## src/include/calc_defines.svh

```systemverilog
// calculator core widths and entry radix
`ifndef CALC_DEFINES_SVH
`define CALC_DEFINES_SVH

// sign-magnitude word, sign bit on top
`define CALC_DATA_W 16
`define CALC_MAG_W (`CALC_DATA_W - 1)

// one keypad digit and the base it is entered in
`define CALC_DIGIT_W 4
`define CALC_RADIX 10

`endif

```

## src/hdl/calc_key_pkg.sv

```systemverilog
// keypad-side types for the calculator core: operator codes and entry states
package calc_key_pkg;

    // one-cycle operator code from the keypad
    typedef enum logic [2:0] {
        OP_NONE = 3'd0,
        OP_NEG  = 3'd1,
        OP_ADD  = 3'd2,
        OP_SUB  = 3'd3,
        OP_MUL  = 3'd4
    } op_code_e;

    // entry and sequencing FSM states
    typedef enum logic [3:0] {
        ENTER_A, SCALE_A, ACCUM_A,
        ENTER_B, SCALE_B, ACCUM_B,
        ISSUE, WAIT_RESULT, SHOW
    } entry_state_e;

endpackage

```

## src/hdl/calc_arith_pkg.sv

```systemverilog
// arithmetic-side types for the calculator core: words, requests, unit select
`include "calc_defines.svh"

package calc_arith_pkg;

    // sign-magnitude number, zero is always positive on results
    typedef struct packed {
        logic                   sign;
        logic [`CALC_MAG_W-1:0] mag;
    } sm_word_t;

    // request bus shared by the adder and the multiplier
    typedef struct packed {
        sm_word_t a;
        sm_word_t b;
        logic     sub;  // adder only, flips b
    } arith_req_t;

    // unit the controller waits on
    typedef enum logic {
        UNIT_ADDSUB = 1'b0,
        UNIT_MUL    = 1'b1
    } unit_sel_e;

endpackage

```

## src/hdl/calc_entry_ctrl.sv

```systemverilog
// calculator entry FSM: builds operands from digits, issues requests, latches results
`include "calc_defines.svh"

module calc_entry_ctrl (
    input  logic                       clk,
    input  logic                       nRST,
    input  logic                       key_strobe,
    input  logic [`CALC_DIGIT_W-1:0]   key_digit,
    input  calc_key_pkg::op_code_e     op_code,
    input  logic                       equal_strobe,
    input  calc_arith_pkg::sm_word_t   sum,
    input  logic                       addsub_done,
    input  calc_arith_pkg::sm_word_t   product,
    input  logic                       mul_done,
    output calc_arith_pkg::arith_req_t req,
    output logic                       start_addsub,
    output logic                       start_mul,
    output calc_arith_pkg::sm_word_t   result,
    output logic                       complete,
    output logic                       busy
);

    // multiplier operand used to scale by the radix
    localparam calc_arith_pkg::sm_word_t RADIX_WORD = '{sign: 1'b0, mag: `CALC_RADIX};

    calc_key_pkg::entry_state_e state, next_state;

    calc_arith_pkg::sm_word_t  operand_a, operand_b;
    calc_key_pkg::op_code_e    pend_op;
    calc_arith_pkg::unit_sel_e wait_unit;
    logic [`CALC_DIGIT_W-1:0]  digit_q;
    logic [`CALC_MAG_W-1:0]    digit_ext;
    logic                      is_binop;
    logic                      done_awaited;

    assign digit_ext = {{(`CALC_MAG_W - `CALC_DIGIT_W){1'b0}}, digit_q};
    assign is_binop  = (op_code == calc_key_pkg::OP_ADD) ||
                       (op_code == calc_key_pkg::OP_SUB) ||
                       (op_code == calc_key_pkg::OP_MUL);
    assign done_awaited = (wait_unit == calc_arith_pkg::UNIT_MUL) ? mul_done : addsub_done;

    // keypad accepted only in the two entry states
    assign busy = (state != calc_key_pkg::ENTER_A) && (state != calc_key_pkg::ENTER_B);

    always_comb begin
        next_state = state;
        case (state)
            calc_key_pkg::ENTER_A: begin
                if (key_strobe)
                    next_state = calc_key_pkg::SCALE_A;
                else if (is_binop)
                    next_state = calc_key_pkg::ENTER_B;
            end
            calc_key_pkg::SCALE_A:
                if (mul_done) next_state = calc_key_pkg::ACCUM_A;
            calc_key_pkg::ACCUM_A:
                next_state = calc_key_pkg::ENTER_A;
            calc_key_pkg::ENTER_B: begin
                if (key_strobe)
                    next_state = calc_key_pkg::SCALE_B;
                else if (equal_strobe)
                    next_state = calc_key_pkg::ISSUE;
            end
            calc_key_pkg::SCALE_B:
                if (mul_done) next_state = calc_key_pkg::ACCUM_B;
            calc_key_pkg::ACCUM_B:
                next_state = calc_key_pkg::ENTER_B;
            calc_key_pkg::ISSUE:
                next_state = calc_key_pkg::WAIT_RESULT;
            calc_key_pkg::WAIT_RESULT:
                if (done_awaited) next_state = calc_key_pkg::SHOW;
            calc_key_pkg::SHOW:
                next_state = calc_key_pkg::ENTER_A;
            default:
                next_state = calc_key_pkg::ENTER_A;
        endcase
    end

    always_ff @(posedge clk or negedge nRST) begin
        if (!nRST) begin
            state        <= calc_key_pkg::ENTER_A;
            operand_a    <= '0;
            operand_b    <= '0;
            pend_op      <= calc_key_pkg::OP_NONE;
            wait_unit    <= calc_arith_pkg::UNIT_ADDSUB;
            start_addsub <= 1'b0;
            start_mul    <= 1'b0;
            result       <= '0;
            complete     <= 1'b0;
        end else begin
            state        <= next_state;
            start_addsub <= 1'b0;
            start_mul    <= 1'b0;
            complete     <= 1'b0;
            case (state)
                calc_key_pkg::ENTER_A: begin
                    if (key_strobe)
                        start_mul <= 1'b1;
                    else if (op_code == calc_key_pkg::OP_NEG)
                        operand_a.sign <= ~operand_a.sign;
                    else if (is_binop)
                        pend_op <= op_code;
                end
                // sign is kept, only the magnitude is scaled
                calc_key_pkg::SCALE_A:
                    if (mul_done) operand_a.mag <= product.mag;
                calc_key_pkg::ACCUM_A:
                    operand_a.mag <= operand_a.mag + digit_ext;
                calc_key_pkg::ENTER_B: begin
                    if (key_strobe)
                        start_mul <= 1'b1;
                    else if (op_code == calc_key_pkg::OP_NEG)
                        operand_b.sign <= ~operand_b.sign;
                end
                calc_key_pkg::SCALE_B:
                    if (mul_done) operand_b.mag <= product.mag;
                calc_key_pkg::ACCUM_B:
                    operand_b.mag <= operand_b.mag + digit_ext;
                calc_key_pkg::ISSUE: begin
                    if (pend_op == calc_key_pkg::OP_MUL) begin
                        start_mul <= 1'b1;
                        wait_unit <= calc_arith_pkg::UNIT_MUL;
                    end else begin
                        start_addsub <= 1'b1;
                        wait_unit    <= calc_arith_pkg::UNIT_ADDSUB;
                    end
                end
                // result and complete become visible together in SHOW
                calc_key_pkg::WAIT_RESULT: begin
                    if (done_awaited) begin
                        result   <= (wait_unit == calc_arith_pkg::UNIT_MUL) ? product : sum;
                        complete <= 1'b1;
                    end
                end
                calc_key_pkg::SHOW: begin
                    operand_a <= '0;
                    operand_b <= '0;
                    pend_op   <= calc_key_pkg::OP_NONE;
                end
                default: ;
            endcase
        end
    end

    // request bus and latched digit
    always_ff @(posedge clk) begin
        case (state)
            calc_key_pkg::ENTER_A: begin
                if (key_strobe) begin
                    digit_q <= key_digit;
                    req.a   <= operand_a;
                    req.b   <= RADIX_WORD;
                    req.sub <= 1'b0;
                end
            end
            calc_key_pkg::ENTER_B: begin
                if (key_strobe) begin
                    digit_q <= key_digit;
                    req.a   <= operand_b;
                    req.b   <= RADIX_WORD;
                    req.sub <= 1'b0;
                end
            end
            calc_key_pkg::ISSUE: begin
                req.a   <= operand_a;
                req.b   <= operand_b;
                req.sub <= (pend_op == calc_key_pkg::OP_SUB);
            end
            default: ;
        endcase
    end

    // the two units share one request bus
    a_one_start: assert property (@(posedge clk) disable iff (!nRST)
        !(start_addsub && start_mul));

    // only the unit we issued to may answer
    a_expected_done: assert property (@(posedge clk) disable iff (!nRST)
        (state == calc_key_pkg::WAIT_RESULT) |->
            !((wait_unit == calc_arith_pkg::UNIT_MUL) ? addsub_done : mul_done));

endmodule

```

## src/hdl/sm_addsub.sv

```systemverilog
// sign-magnitude adder/subtractor with a registered result one cycle after start
`include "calc_defines.svh"

module sm_addsub (
    input  logic                       clk,
    input  logic                       nRST,
    input  logic                       start,
    input  calc_arith_pkg::arith_req_t req,
    output calc_arith_pkg::sm_word_t   sum,
    output logic                       done
);

    calc_arith_pkg::sm_word_t op_b;
    calc_arith_pkg::sm_word_t sum_d;

    always_comb begin
        // subtract is add with b negated
        op_b      = req.b;
        op_b.sign = req.b.sign ^ req.sub;

        if (req.a.sign == op_b.sign) begin
            sum_d.sign = req.a.sign;
            sum_d.mag  = req.a.mag + op_b.mag;
        end else if (req.a.mag >= op_b.mag) begin
            sum_d.sign = req.a.sign;
            sum_d.mag  = req.a.mag - op_b.mag;
        end else begin
            sum_d.sign = op_b.sign;
            sum_d.mag  = op_b.mag - req.a.mag;
        end

        // no negative zero
        if (sum_d.mag == '0)
            sum_d.sign = 1'b0;
    end

    always_ff @(posedge clk or negedge nRST) begin
        if (!nRST)
            done <= 1'b0;
        else
            done <= start;
    end

    always_ff @(posedge clk) begin
        if (start)
            sum <= sum_d;
    end

    a_done_follows_start: assert property (@(posedge clk) disable iff (!nRST)
        start |=> done);

    // a zero sum or difference always leaves with a positive sign
    a_zero_positive: assert property (@(posedge clk) disable iff (!nRST)
        done |-> !(sum.sign && (sum.mag == '0)));

endmodule

```

## src/hdl/seq_multiplier.sv

```systemverilog
// shift-and-add sign-magnitude multiplier, one multiplier bit per cycle
`include "calc_defines.svh"

module seq_multiplier (
    input  logic                       clk,
    input  logic                       nRST,
    input  logic                       start,
    input  calc_arith_pkg::arith_req_t req,
    output calc_arith_pkg::sm_word_t   product,
    output logic                       done
);

    logic                   running;
    logic                   sign_q;
    logic [`CALC_MAG_W-1:0] acc_q, mcand_q, mplier_q;

    logic                   sign_in;
    logic [`CALC_MAG_W-1:0] acc_in, mcand_in, mplier_in;
    logic [`CALC_MAG_W-1:0] acc_step, mplier_step;

    // first step works straight off the request
    always_comb begin
        if (start) begin
            sign_in   = req.a.sign ^ req.b.sign;
            acc_in    = '0;
            mcand_in  = req.a.mag;
            mplier_in = req.b.mag;
        end else begin
            sign_in   = sign_q;
            acc_in    = acc_q;
            mcand_in  = mcand_q;
            mplier_in = mplier_q;
        end
        acc_step    = mplier_in[0] ? acc_in + mcand_in : acc_in;
        mplier_step = mplier_in >> 1;
    end

    // stop once no multiplier bits remain
    always_ff @(posedge clk or negedge nRST) begin
        if (!nRST) begin
            running <= 1'b0;
            done    <= 1'b0;
        end else begin
            done <= 1'b0;
            if (start || running) begin
                running <= (mplier_step != '0);
                done    <= (mplier_step == '0);
            end
        end
    end

    always_ff @(posedge clk) begin
        if (start || running) begin
            sign_q   <= sign_in;
            acc_q    <= acc_step;
            mcand_q  <= mcand_in << 1;
            mplier_q <= mplier_step;
            if (mplier_step == '0) begin
                // truncated to 15 bits, zero is positive
                product.sign <= sign_in & (acc_step != '0);
                product.mag  <= acc_step;
            end
        end
    end

    a_no_restart: assert property (@(posedge clk) disable iff (!nRST)
        running |-> !start);

    a_done_after_work: assert property (@(posedge clk) disable iff (!nRST)
        done |-> $past(start || running));

endmodule

```

## src/hdl/calc_top.sv

```systemverilog
// calculator core top: entry controller with its adder and shared multiplier
`include "calc_defines.svh"

module calc_top (
    input  logic                     clk,
    input  logic                     nRST,
    input  logic                     key_strobe,
    input  logic [`CALC_DIGIT_W-1:0] key_digit,
    input  calc_key_pkg::op_code_e   op_code,
    input  logic                     equal_strobe,
    output calc_arith_pkg::sm_word_t result,
    output logic                     complete,
    output logic                     busy
);

    calc_arith_pkg::arith_req_t req;
    calc_arith_pkg::sm_word_t   sum, product;
    logic                       start_addsub, addsub_done;
    logic                       start_mul, mul_done;

    calc_entry_ctrl ctrl_i (
        .clk          (clk),
        .nRST         (nRST),
        .key_strobe   (key_strobe),
        .key_digit    (key_digit),
        .op_code      (op_code),
        .equal_strobe (equal_strobe),
        .sum          (sum),
        .addsub_done  (addsub_done),
        .product      (product),
        .mul_done     (mul_done),
        .req          (req),
        .start_addsub (start_addsub),
        .start_mul    (start_mul),
        .result       (result),
        .complete     (complete),
        .busy         (busy)
    );

    sm_addsub addsub_i (
        .clk   (clk),
        .nRST  (nRST),
        .start (start_addsub),
        .req   (req),
        .sum   (sum),
        .done  (addsub_done)
    );

    // also scales operands during digit entry
    seq_multiplier mul_i (
        .clk     (clk),
        .nRST    (nRST),
        .start   (start_mul),
        .req     (req),
        .product (product),
        .done    (mul_done)
    );

endmodule

```

## config.mk

```make
export PLATFORM = sky130hd
export DESIGN_NAME = calc_top
export DESIGN_NICKNAME = d
export VERILOG_FILES = /design/src/hdl/calc_key_pkg.sv /design/src/hdl/calc_arith_pkg.sv /design/src/hdl/calc_entry_ctrl.sv /design/src/hdl/sm_addsub.sv /design/src/hdl/seq_multiplier.sv /design/src/hdl/calc_top.sv
export VERILOG_INCLUDE_DIRS = /design/src /design/src/include
export SDC_FILE = /design/constraint.sdc
export NUM_CORES = 1
export LEC_CHECK = 0
export ABC_AREA = 1
export BUFFER_PORTS_ARGS = -buffer_cell sky130_fd_sc_hd__buf_2
export CELL_PAD_IN_SITES_DETAIL_PLACEMENT = 1
export CELL_PAD_IN_SITES_GLOBAL_PLACEMENT = 1
export CORE_MARGIN = 8
export CORE_UTILIZATION = 48
export DETAILED_ROUTE_END_ITERATION = 16
export PLACE_DENSITY = 0.94
export SLEW_MARGIN = 20
export SYNTH_ARGS = -nofsm -noshare
export SYNTH_HDL_FRONTEND = slang
export SYNTH_SLANG_ARGS = --single-unit
```

## constraint.sdc

```tcl
create_clock -name clk -period 4.1 [get_ports clk]
set_input_delay 0.41 -clock clk [delete_from_list [all_inputs] [get_ports clk]]
set_output_delay 0.41 -clock clk [all_outputs]
set_load 0.02 [all_outputs]
```

==> results of run 1 <==
-- per-layer routing --
layer | track usage (%) | share of wire [%]
met2 | 54.0 | 48
met4 | 19.7 | 6.6
met1 | 37.2 | 37
met5 | 0 | 0
met3 | 7.14 | 8.8
-- final timing paths --
path	from	endpoint	slack (ps)
max	ctrl_i.start_mul	mul_i.product[15]	490
min	nRST	ctrl_i.state[0]	90
max reg2reg	ctrl_i.start_mul	mul_i.product[15]	490
min reg2reg	ctrl_i.result[10]	ctrl_i.result[10]	560
max in group asynchronous	nRST	ctrl_i.operand_b[14]	2940
min in group clk	key_digit[1]	ctrl_i.digit_q[1]	130
-- critical path, cell delays in order, from the launching register on --
cell	delay, ps
dfrtp_1	400
clkinvlp_4	460
o21ai_1	500
fa_1	330
nand2_1	100
o21ai_0	420
nand2_1	150
nand2_1	140
nand2_1	80
nand2_1	100
nand2_1	90
nand2_1	70
o22ai_1	130
nor2_1	150
nand2_1	70
nor2_1	90
a21oi_1	80
-- registers in the layout, indices dropped and copies added (netlist names), 14 cells and up --
register,cells
ctrl_i.result,16
mul_i.product,16
addsub_i.sum,16
mul_i.acc_q,15
ctrl_i.operand_a,16
mul_i.mcand_q,14
ctrl_i.operand_b,16
mul_i.mplier_q,14
ctrl_i.req,33
-- layout make-up --
cell class | instances | area, µm² | share of cell area (%)
clock buffers | 18 | 429 | 3.42
clock inverters | 14 | 140 | 1.12
inverters | 222 | 837 | 6.68
multi-input cells | 1085 | 5560 | 44.4
flip-flops and latches | 175 | 4940 | 39.4
well taps | 319 | 399 | 3.18
repair buffers | 39 | 223 | 1.78
-- cells by family (layout without fill, tap and decap cells) --
kind of cell	count (synthesis)	after routing
xor gates and xnor gates	15	15
other	1	1
DFF	175	175
adders and majority gates	70	70
buffers and inverters	263	293
and+or+nand+nor	756	756
AOI/OAI and AO/OA	243	243
-- through the flow --
step,std cells,hold slack [ps]
2_1_floorplan,1523,114
3_3_place_gp,1840,522
3_5_place_dp,1840,543
4_1_cts,1872,95.3
5_1_grt,1872,127
6_report,1872,87.1
-- placed cells by master, fill, tap and decap left out, types with 17 or more instances in the layout --
master     netlist  routed
buf_2           11      28
o21ai_0         85      84
nand3_1         99      99
dfrtp_1         62      62
a21oi_1         85      85
nor3_1          17      17
ha_1            64      64
nand2_1        437     437
edfxtp_1       113     113
a31oi_1         25      25
nand4_1         21      21
inv_1          214     214
a22oi_1         19      19
clkbuf_16        0      17
nor2_1         147     146
-- repair_timing --
action	CTS	global route
endpoints found under the hold margin	0	0
endpoints found under the setup margin	0	1
gates resized for setup	0	2
==> summary.txt, run 1 <==
Finish
  • Layout cells sized above 1: 6.63%
  • Fin area: 12500 µm²
  • Final core utilization: 53.2%
  • Diodes inserted: 0
  • Layout net count: 1621
  • Layout area overhead: 8.69%
  • Layout filler cell count: 3029

Logic synthesis
  • Most instantiated cells after synthesis: nand2_1, inv_1, nor2_1
  • Post-synthesis xor/xnor area fraction: 1.14%
  • Top_reg_cell synth: edfxtp_1
  • Post-synth EDFFs: 113
  • Synthesized Nets: 1604
  • Syn avg cell area: 7.57 µm²
  • Cell taking the most area after synthesis: edfxtp_1
  • Combinational family with the most area after synthesis: simple AND/OR/NAND/NOR gates
  • Post-synthesis sequential area ratio: 42.9%
  • Asr flop ratio synth: 35.4%
  • Simple-gate share of the synthesized area: 27.3%
  • Multiplexer area fraction after synthesis: 0%
  • Post-synthesis register bit count: 175
  • Complex-gate fraction of the synthesized area: 11.7%
  • Synth top area share: 29.4%
  • Post-Synth Adder-Cell Area: 7.98%
  • Distinct cells, synth: 43
  • Most common cell in the netlist: nand2_1
  • Synthesis Warnings: 0
  • Area contributors post-synth: edfxtp_1, nand2_1, dfrtp_1
  • Post-Synthesis Cell Area: 11500 µm²
  • Post-synthesis cell count: 1523

Detailed routing
  • Vias: 11.6k
  • Final wirelength: 46.4 mm
  • Via density per instance: 6.19
  • Iter 0 DRT Violations: 1387
  • DR WL/cell: 24.8 µm
  • ANT nets after route: 0
  • 1st-pass router iterations: 7
  • Drt drc: 0

Placement
  • Setup WS pre-CTS: 377 ps
  • DPL Wire Length: 31.8 mm
  • # port buffers: 28
  • Global placement routability congestion: 0.935
  • Placed Area: 12000 µm²

Clock network
  • CTS Buf Count: 17
  • Longest Clk Path Bufs: 2
  • Sink Count: 175
  • Clock-pin slew on the worst setup and hold paths: 80 ps
  • H-tree Lvls: 4
  • CTS tree: done
  • Clk_lat worst skew: 460 ps
  • Hold-fix buffers at CTS: 0
  • Setup repair bufs after CTS: 0
  • Clock root cell: clkbuf_16

STA
  • Sum Neg Setup Slack: 0 ps
  • Minimum clock period: 3610 ps
  • Final setup viols: 0
  • Post-route setup slack: 486 ps
  • Endpoints failing hold: 0
  • Max Transition Viols Final: 0
  • Worst clock skew: 17.8 ps
  • Tcrit/Tclk final: 88.1%
  • Worst slew pin tran: 1020 ps
  • Rel. slew slack: 31.6%
  • Unrepaired setup endpoints after global routing: false
  • Fmax: 0.277 GHz

Die
  • I/O pin cnt: 29
  • Initial Util: 49.0%
  • Num rows: 56
  • Die Wd: 171 µm
  • Die area: 29200 µm²
  • Core area: 23500 µm²
  • Die extent in y: 171 µm

Critical path
  • Required @ worst endpoint: 4300 ps
  • Worst Path Arrival: 3810 ps
  • Worst-path maximum fanout: 32
  • Kind of end point of the critical path: register
  • Worst Reg2Reg Path Length in Cells: 16
  • CP Class: reg2reg
  • Crit path launch type: register

GRT
  • Vias in the first global route: 12.2k
  • Initial antenna violation count: 0
  • GRT Total Usage: 32.2%
  • Largest net degree at the start of global routing: 38
  • Grt ovf: 0
  • Global-route wire length before repair: 71.3 mm

Min path
  • Hold Crit Class: in2async

Job
  • Max Cap Viol: 0

Status
  • Outcome: finished clean
Power of run 1 is not shown: default switching activity piles up to over one toggle a cycle in this logic, so the estimate is an artifact.
==> run 2, diff against run 1 <==
- SYNTH_HIERARCHICAL: not set -> 1
==> summary.txt, run 2 <==
GRT
  • Met2 usage: 50.7% (-3.3 points)
  • Met1 Usage GRT: 36.2% (-0.97 points)
  • Met3 Use GR: 7.98% (+0.84 points)
  • Initial antenna violation count: 1 (+1)
  • GRT Total Usage: 31.2% (-1.0 points)
  • Largest net degree at the start of global routing: 45 (+18%)
  • Vias in the first global route: 13.4k (+10%)
  • Global-route wire length before repair: 76.0 mm (+6.6%)
  • Top Usage Layer GRT: met2
  • Grt ovf: 0 (unchanged)

Clock network
  • CTS Buf Count: 17 (unchanged)
  • CTS tree: done
  • CTS resizes: 0 (unchanged)
  • Clock root cell: clkbuf_16
  • Sink Count: 175 (unchanged)
  • Longest Clk Path Bufs: 2 (unchanged)
  • Clock-pin slew on the worst setup and hold paths: 80 ps (about the same)
  • H-tree Lvls: 4 (unchanged)
  • Clk_lat worst skew: 460 ps (about the same)
  • Setup repair bufs after CTS: 0 (unchanged)
  • Hold-fix buffers at CTS: 0 (unchanged)

Logic synthesis
  • Multiplexer area fraction after synthesis: 0% (unchanged)
  • Combinational family with the most area after synthesis: simple AND/OR/NAND/NOR gates
  • Top_reg_cell synth: edfxtp_1
  • Post-synth EDFFs: 113 (unchanged)
  • Syn avg cell area: 7.31 µm² (-3.5%)
  • Synth top area share: 26.8% (-2.7 points)
  • Post-synthesis xor/xnor area fraction: 1.17% (+0.035 points)
  • Most common cell in the netlist: nand2_1
  • Post-Synthesis Cell Area: 12700 µm² (+9.9%)
  • Cell taking the most area after synthesis: edfxtp_1
  • Post-synthesis cell count: 1735 (+14%)
  • Post-synthesis register bit count: 175 (unchanged)
  • Post-Synth Adder-Cell Area: 7.66% (-0.33 points)
  • Post-synthesis sequential area ratio: 39.0% (-3.9 points)
  • Distinct cells, synth: 47 (+9.3%)
  • Area contributors post-synth: edfxtp_1, nand2_1, dfrtp_1
  • Most instantiated cells after synthesis: nand2_1, inv_1, nor2_1
  • Complex-gate fraction of the synthesized area: 7.22% (-4.5 points)
  • Simple-gate share of the synthesized area: 34.2% (+6.9 points)
  • Synthesized Nets: 1820 (+13%)
  • Asr flop ratio synth: 35.4% (unchanged)
  • Synthesis Warnings: 6 (+6)

STA
  • Minimum clock period: 3420 ps (-191 ps)
  • Sum Neg Setup Slack: 0 ps (unchanged)
  • Rel. slew slack: 44.2% (+13 points)
  • Worst slew pin tran: 837 ps (-187 ps)
  • Fmax: 0.292 GHz (+5.6%)
  • Worst clock skew: 22.0 ps (+4.19 ps)
  • Final setup viols: 0 (unchanged)
  • Unrepaired setup endpoints after global routing: false
  • Endpoints failing hold: 5 (+5)
  • Max Transition Viols Final: 0 (unchanged)
  • Tcrit/Tclk final: 83.5% (-4.7 points)
  • Hold slack: -3.24 ps (-90.3 ps)

Finish
  • Diodes inserted: 0 (unchanged)
  • Top reg by flops: ctrl_i/req
  • Leading cell type in the layout, fill and taps excluded: nand2_1
  • Final core utilization: 52.1% (-1.2 points)
  • Number of flip-flops under the largest register name: 33 (unchanged)
  • Fin area: 13500 µm² (+8.0%)
  • Layout area overhead: 6.73%
  • Most frequent cells in the layout: nand2_1, inv_1, nor2_1, nand3_1, edfxtp_1
  • Layout net count: 1830 (+13%)
  • Layout cells sized above 1: 9.10% (+2.5 points)

Detailed routing
  • Via density per instance: 6.02 (-2.7%)
  • Iter 0 DRT Violations: 1390 (+0.22%)
  • Final wirelength: 48.7 mm (+5.0%)
  • 1st-pass router iterations: 7 (unchanged)
  • Drt drc: 0 (unchanged)
  • ANT nets after route: 0 (unchanged)
  • Vias: 12.6k (+8.8%)
  • DR WL/cell: 23.3 µm (-6.1%)

Die
  • Die extent in y: 179 µm (+4.4%)
  • Core area: 26000 µm² (+10%)
  • Num rows: 59 (+5.4%)
  • Die area: 31900 µm² (+9.0%)
  • Die Wd: 179 µm (+4.4%)
  • Initial Util: 48.8% (-0.19 points)
  • I/O pin cnt: 29 (unchanged)

Critical path
  • Worst Setup SP: ctrl_i/req[7]
  • Worst-path maximum fanout: 15 (-53%)
  • Worst Path Arrival: 3640 ps (-170 ps)
  • CP Class: reg2reg
  • Crit path launch type: register
  • Required @ worst endpoint: 4320 ps (+20 ps)
  • Kind of end point of the critical path: register
  • Worst R2R Start: ctrl_i/req[7]
  • Reg2Reg Setup Slack: 680 ps (+190 ps)

Placement
  • # port buffers: 28 (unchanged)
  • Global placement routability congestion: 0.966 (+3.3%)
  • DPL Wire Length: 34.3 mm (+8.0%)
  • Placed Area: 12900 µm² (+8.3%)

Min path
  • Hold Crit Class: in2async

Job
  • Max Cap Viol: 0 (unchanged)

Status
  • Outcome: complete, but fails checks
  • Failing checks: negative hold slack
## run 2: changes by cell type after synthesis, sizes merged, moves of 8 or more
cell    previous run  this run
a21oi             86        72
a22oi             19         2
a31oi             25        17
buf               19        31
clkbuf            22        12
inv              218       267
nand2            445       618
nand3            101       151
nand3b             1        11
nor3              17         6
o21ai             87        65
## run 2: per-layer routing
metal	vias to the layer above	share of wire (%)
met2	717	46
met1	6083	38
li1	5547	-
met4	0	7.2
met3	257	8.6
met5	-	0
## run 2: path summary, 6_finish.rpt
check,end,depth (start not counted)
worst max-delay path,addsub_i/sum[15],18
worst min-delay path,ctrl_i/result[7],1
worst max register to register,addsub_i/sum[15],18
worst min register to register,ctrl_i/result[10],2
max in group asynchronous,mul_i/running,2
min in group clk,ctrl_i/digit_q[3],1
## run 2: cells by family after synthesis
group | Yosys count
and+or+nand+nor | 988
buffers and inverters | 312
DFF | 175
AOI/OAI and AO/OA | 168
adders and majority gates | 74
xor gates and xnor gates | 17
other | 1
## run 2: worst max-delay path, stage by stage, from the launching register on
cell	delay, ps
edfxtp_1	510
inv_1	140
ha_1	510
nand2_1	170
nand2_1	140
inv_2	80
nand2_2	70
clkinv_2	70
nand2_4	60
nand2_4	130
nand3_4	250
nand2_1	190
nand3_1	90
nand2_1	130
nand2_1	80
nor2_1	200
nand3_1	140
nor2_1	160
nor2_1	60
## run 2: area by class of cell
type / count / area, µm²
clock buffer: 19 / 453
sequential: 175 / 4940
fill: 3309 / 12500
inverter: 269 / 1020
clock inverter: 13 / 136
timing repair buffer: 34 / 185
multi-input combinational: 1248 / 6370
tap: 335 / 419
## run 2: through the flow
stage          std cells  setup slack [ps]  hold WS [ps]
5_1_grt             2093               530          42.4
3_5_place_dp        2061               919           480
3_3_place_gp        2061              1140           467
6_report            2093               677         -3.24
2_1_floorplan       1735              1390           114
4_1_cts             2093               801          11.6
Power of run 2 is left out for the same reason.
==> run 3, diff against run 2 <==
- CORE_UTILIZATION: 48 -> 43
- PLACE_DENSITY: 0.94 -> 0.9
- clock period: 4.1 -> 2.81 ns (I/O delays scaled with it)
==> summary.txt, run 3 (synthesized netlist as in run 2, its figures left out) <==
GRT
  • Initial antenna violation count: 1 (unchanged)
  • Largest net degree at the start of global routing: 63 (+40%)
  • Grt ovf: 0 (unchanged)
  • Vias in the first global route: 13.3k (-1.0%)
  • GRT Total Usage: 27.0% (-4.2 points)
  • Global-route wire length before repair: 75.0 mm (-1.3%)

STA
  • Fmax: 0.356 GHz (+22%)
  • Sum Neg Setup Slack: 0 ps (unchanged)
  • Worst clock skew: 20.1 ps (-1.90 ps)
  • Hold slack: 0.970 ps (+4.21 ps)
  • Tcrit/Tclk final: 99.9% (+16 points)
  • Minimum clock period: 2810 ps (-615 ps)
  • Worst slew pin tran: 903 ps (+66.1 ps)
  • Unrepaired setup endpoints after global routing: true
  • Endpoints failing hold: 0 (-5)
  • Final setup viols: 0 (unchanged)
  • Max Transition Viols Final: 0 (unchanged)
  • Rel. slew slack: 39.8% (-4.4 points)

Min path
  • Hold Path Sink: ctrl_i/digit_q[3]
  • Hold path startpoint: key_digit[3]
  • Min-Delay Path Depth: 1
  • Hold Crit Class: in2reg

Critical path
  • Reg2Reg Setup Slack: 2 ps (-680 ps)
  • FF-to-FF End: mul_i/product[15]
  • Worst R2R Start: ctrl_i/req[29]
  • Most frequent CP cell: nand2_1
  • Crit path launch type: register
  • Worst-path maximum fanout: 5 (-10)
  • Kind of end point of the critical path: register
  • Cell Chain, Critical Path: buf_4 -> nand2_1 -> nand2_1 -> ha_1 -> inv_1 -> nor3_1 -> nand3_1 -> nand3b_1 -> nand2_1 -> nand2_1 -> nand2_1 -> nor2_1 -> a21oi_1
  • CP Class: reg2reg
  • Required @ worst endpoint: 3020 ps (-1300 ps)
  • Slowest cell delay on critical path: 530 ps (+20 ps)
  • Worst Path Arrival: 3020 ps (-620 ps)
  • Worst Reg2Reg Path Length in Cells: 13 (-5)
  • Slowest-stage cell, CP: edfxtp_1

Finish
  • Layout net count: 1901 (+3.9%)
  • Leading cell type in the layout, fill and taps excluded: nand2_1
  • Top reg by flops: ctrl_i/req
  • Layout cells sized above 1: 15.9% (+6.8 points)
  • Most frequent cells in the layout: nand2_1, inv_1, nand3_1, nor2_1, edfxtp_1
  • Number of flip-flops under the largest register name: 33 (unchanged)
  • Layout area overhead: 14.6%

Detailed routing
  • Vias: 13.0k (+3.0%)
  • DR WL/cell: 23.5 µm (+1.1%)
  • Via density per instance: 5.84 (-3.0%)
  • ANT nets after route: 0 (unchanged)
  • 1st-pass router iterations: 6 (-1)
  • Drt drc: 0 (unchanged)
  • Final wirelength: 52.3 mm (+7.3%)
  • Iter 0 DRT Violations: 1476 (+6.2%)

Clock network
  • H-tree Lvls: 4 (unchanged)
  • Clock-pin slew on the worst setup and hold paths: 70 ps (about the same)
  • Longest Clk Path Bufs: 2 (unchanged)
  • Clock root cell: clkbuf_16
  • CTS Buf Count: 17 (unchanged)
  • Sink Count: 175 (unchanged)
  • CTS tree: done
  • Clk_lat worst skew: 470 ps (about the same)

Die
  • Num rows: 63 (+6.8%)
  • Core area: 29300 µm² (+13%)
  • Die area: 35200 µm² (+11%)
  • Die Wd: 188 µm (+5.1%)
  • Die extent in y: 188 µm (+5.1%)
  • I/O pin cnt: 29 (unchanged)
  • Initial Util: 43.2% (-5.6 points)

Status
  • Outcome: finished clean

Placement
  • # port buffers: 28 (unchanged)
  • DPL Wire Length: 35.7 mm (+4.1%)
  • Global placement routability congestion: 0.969 (+0.23%)

Job
  • Max Cap Viol: 0 (unchanged)
run 3: changes by cell type in the layout (fill, tap and decap cells not counted), sizes merged:
cell and delta:
buf +68, inv -5, diode +3, dlygate4sd3 +3
clkbuf +2, clkinvlp +2, bufinv +1
run 3: what timing repair did:
item                                    4_1_cts  5_1_grt
gates resized for setup                       3       85
setup buffers                                 0        4
hold buffers                                  3        0
endpoints found under the hold margin         3        0
endpoints found under the setup margin        2        2
pin swaps                                     0        3
run 3: metrics by stage:
stage	std cells	setup slack [ps]	area (µm²)	util (%)
floorplan	1735	98.8	12700	-
CTS	2215	2.54	14100	48.2
detailed placement	2180	-49.5	13500	46.2
global placement	2180	108	13500	46.2
global route	2219	-110	14500	49.5
finish	2222	2.00	14500	49.6
run 3: cell type report:
class	instances	area [µm²]
well taps	390	488
diodes	3	7.51
clock buffers	21	450
clock inverters	11	104
inverters	269	1020
fillers	3724	14800
flip-flops and latches	175	4950
repair buffers	105	783
multi-input cells	1248	6730
run 3: per-layer routing:
layer,vias up,track usage [%],wire (µm)
met1,6363,33.1,19800
met4,2,14.2,3320
met5,-,0,13
li1,5692,-,-
met3,222,4.85,4230
met2,700,44.9,24900
run 3: critical path, delay by kind of cell (launching register included):
family / cells / cell delay (ps)
AND/OR/NAND/NOR: 9 / 1280
adder cells (fa/ha/maj): 1 / 390
AO/OA/AOI/OAI: 1 / 70
buffers and inverters: 2 / 300
flip-flops: 1 / 530
run 3: how the worst max path moves through the flow:
stage,from,end,cells past startpoint
finish,ctrl_i/req[29],mul_i/product[15],13
global route,ctrl_i/req[3],addsub_i/sum[15],20
CTS,ctrl_i/req[6],addsub_i/sum[15],14
detailed placement,ctrl_i/start_mul,mul_i/product[15],15
floorplan,ctrl_i/start_mul,mul_i/product[15],19
global placement,ctrl_i/req[22],addsub_i/sum[15],15
Power of run 3 is left out for the same reason.
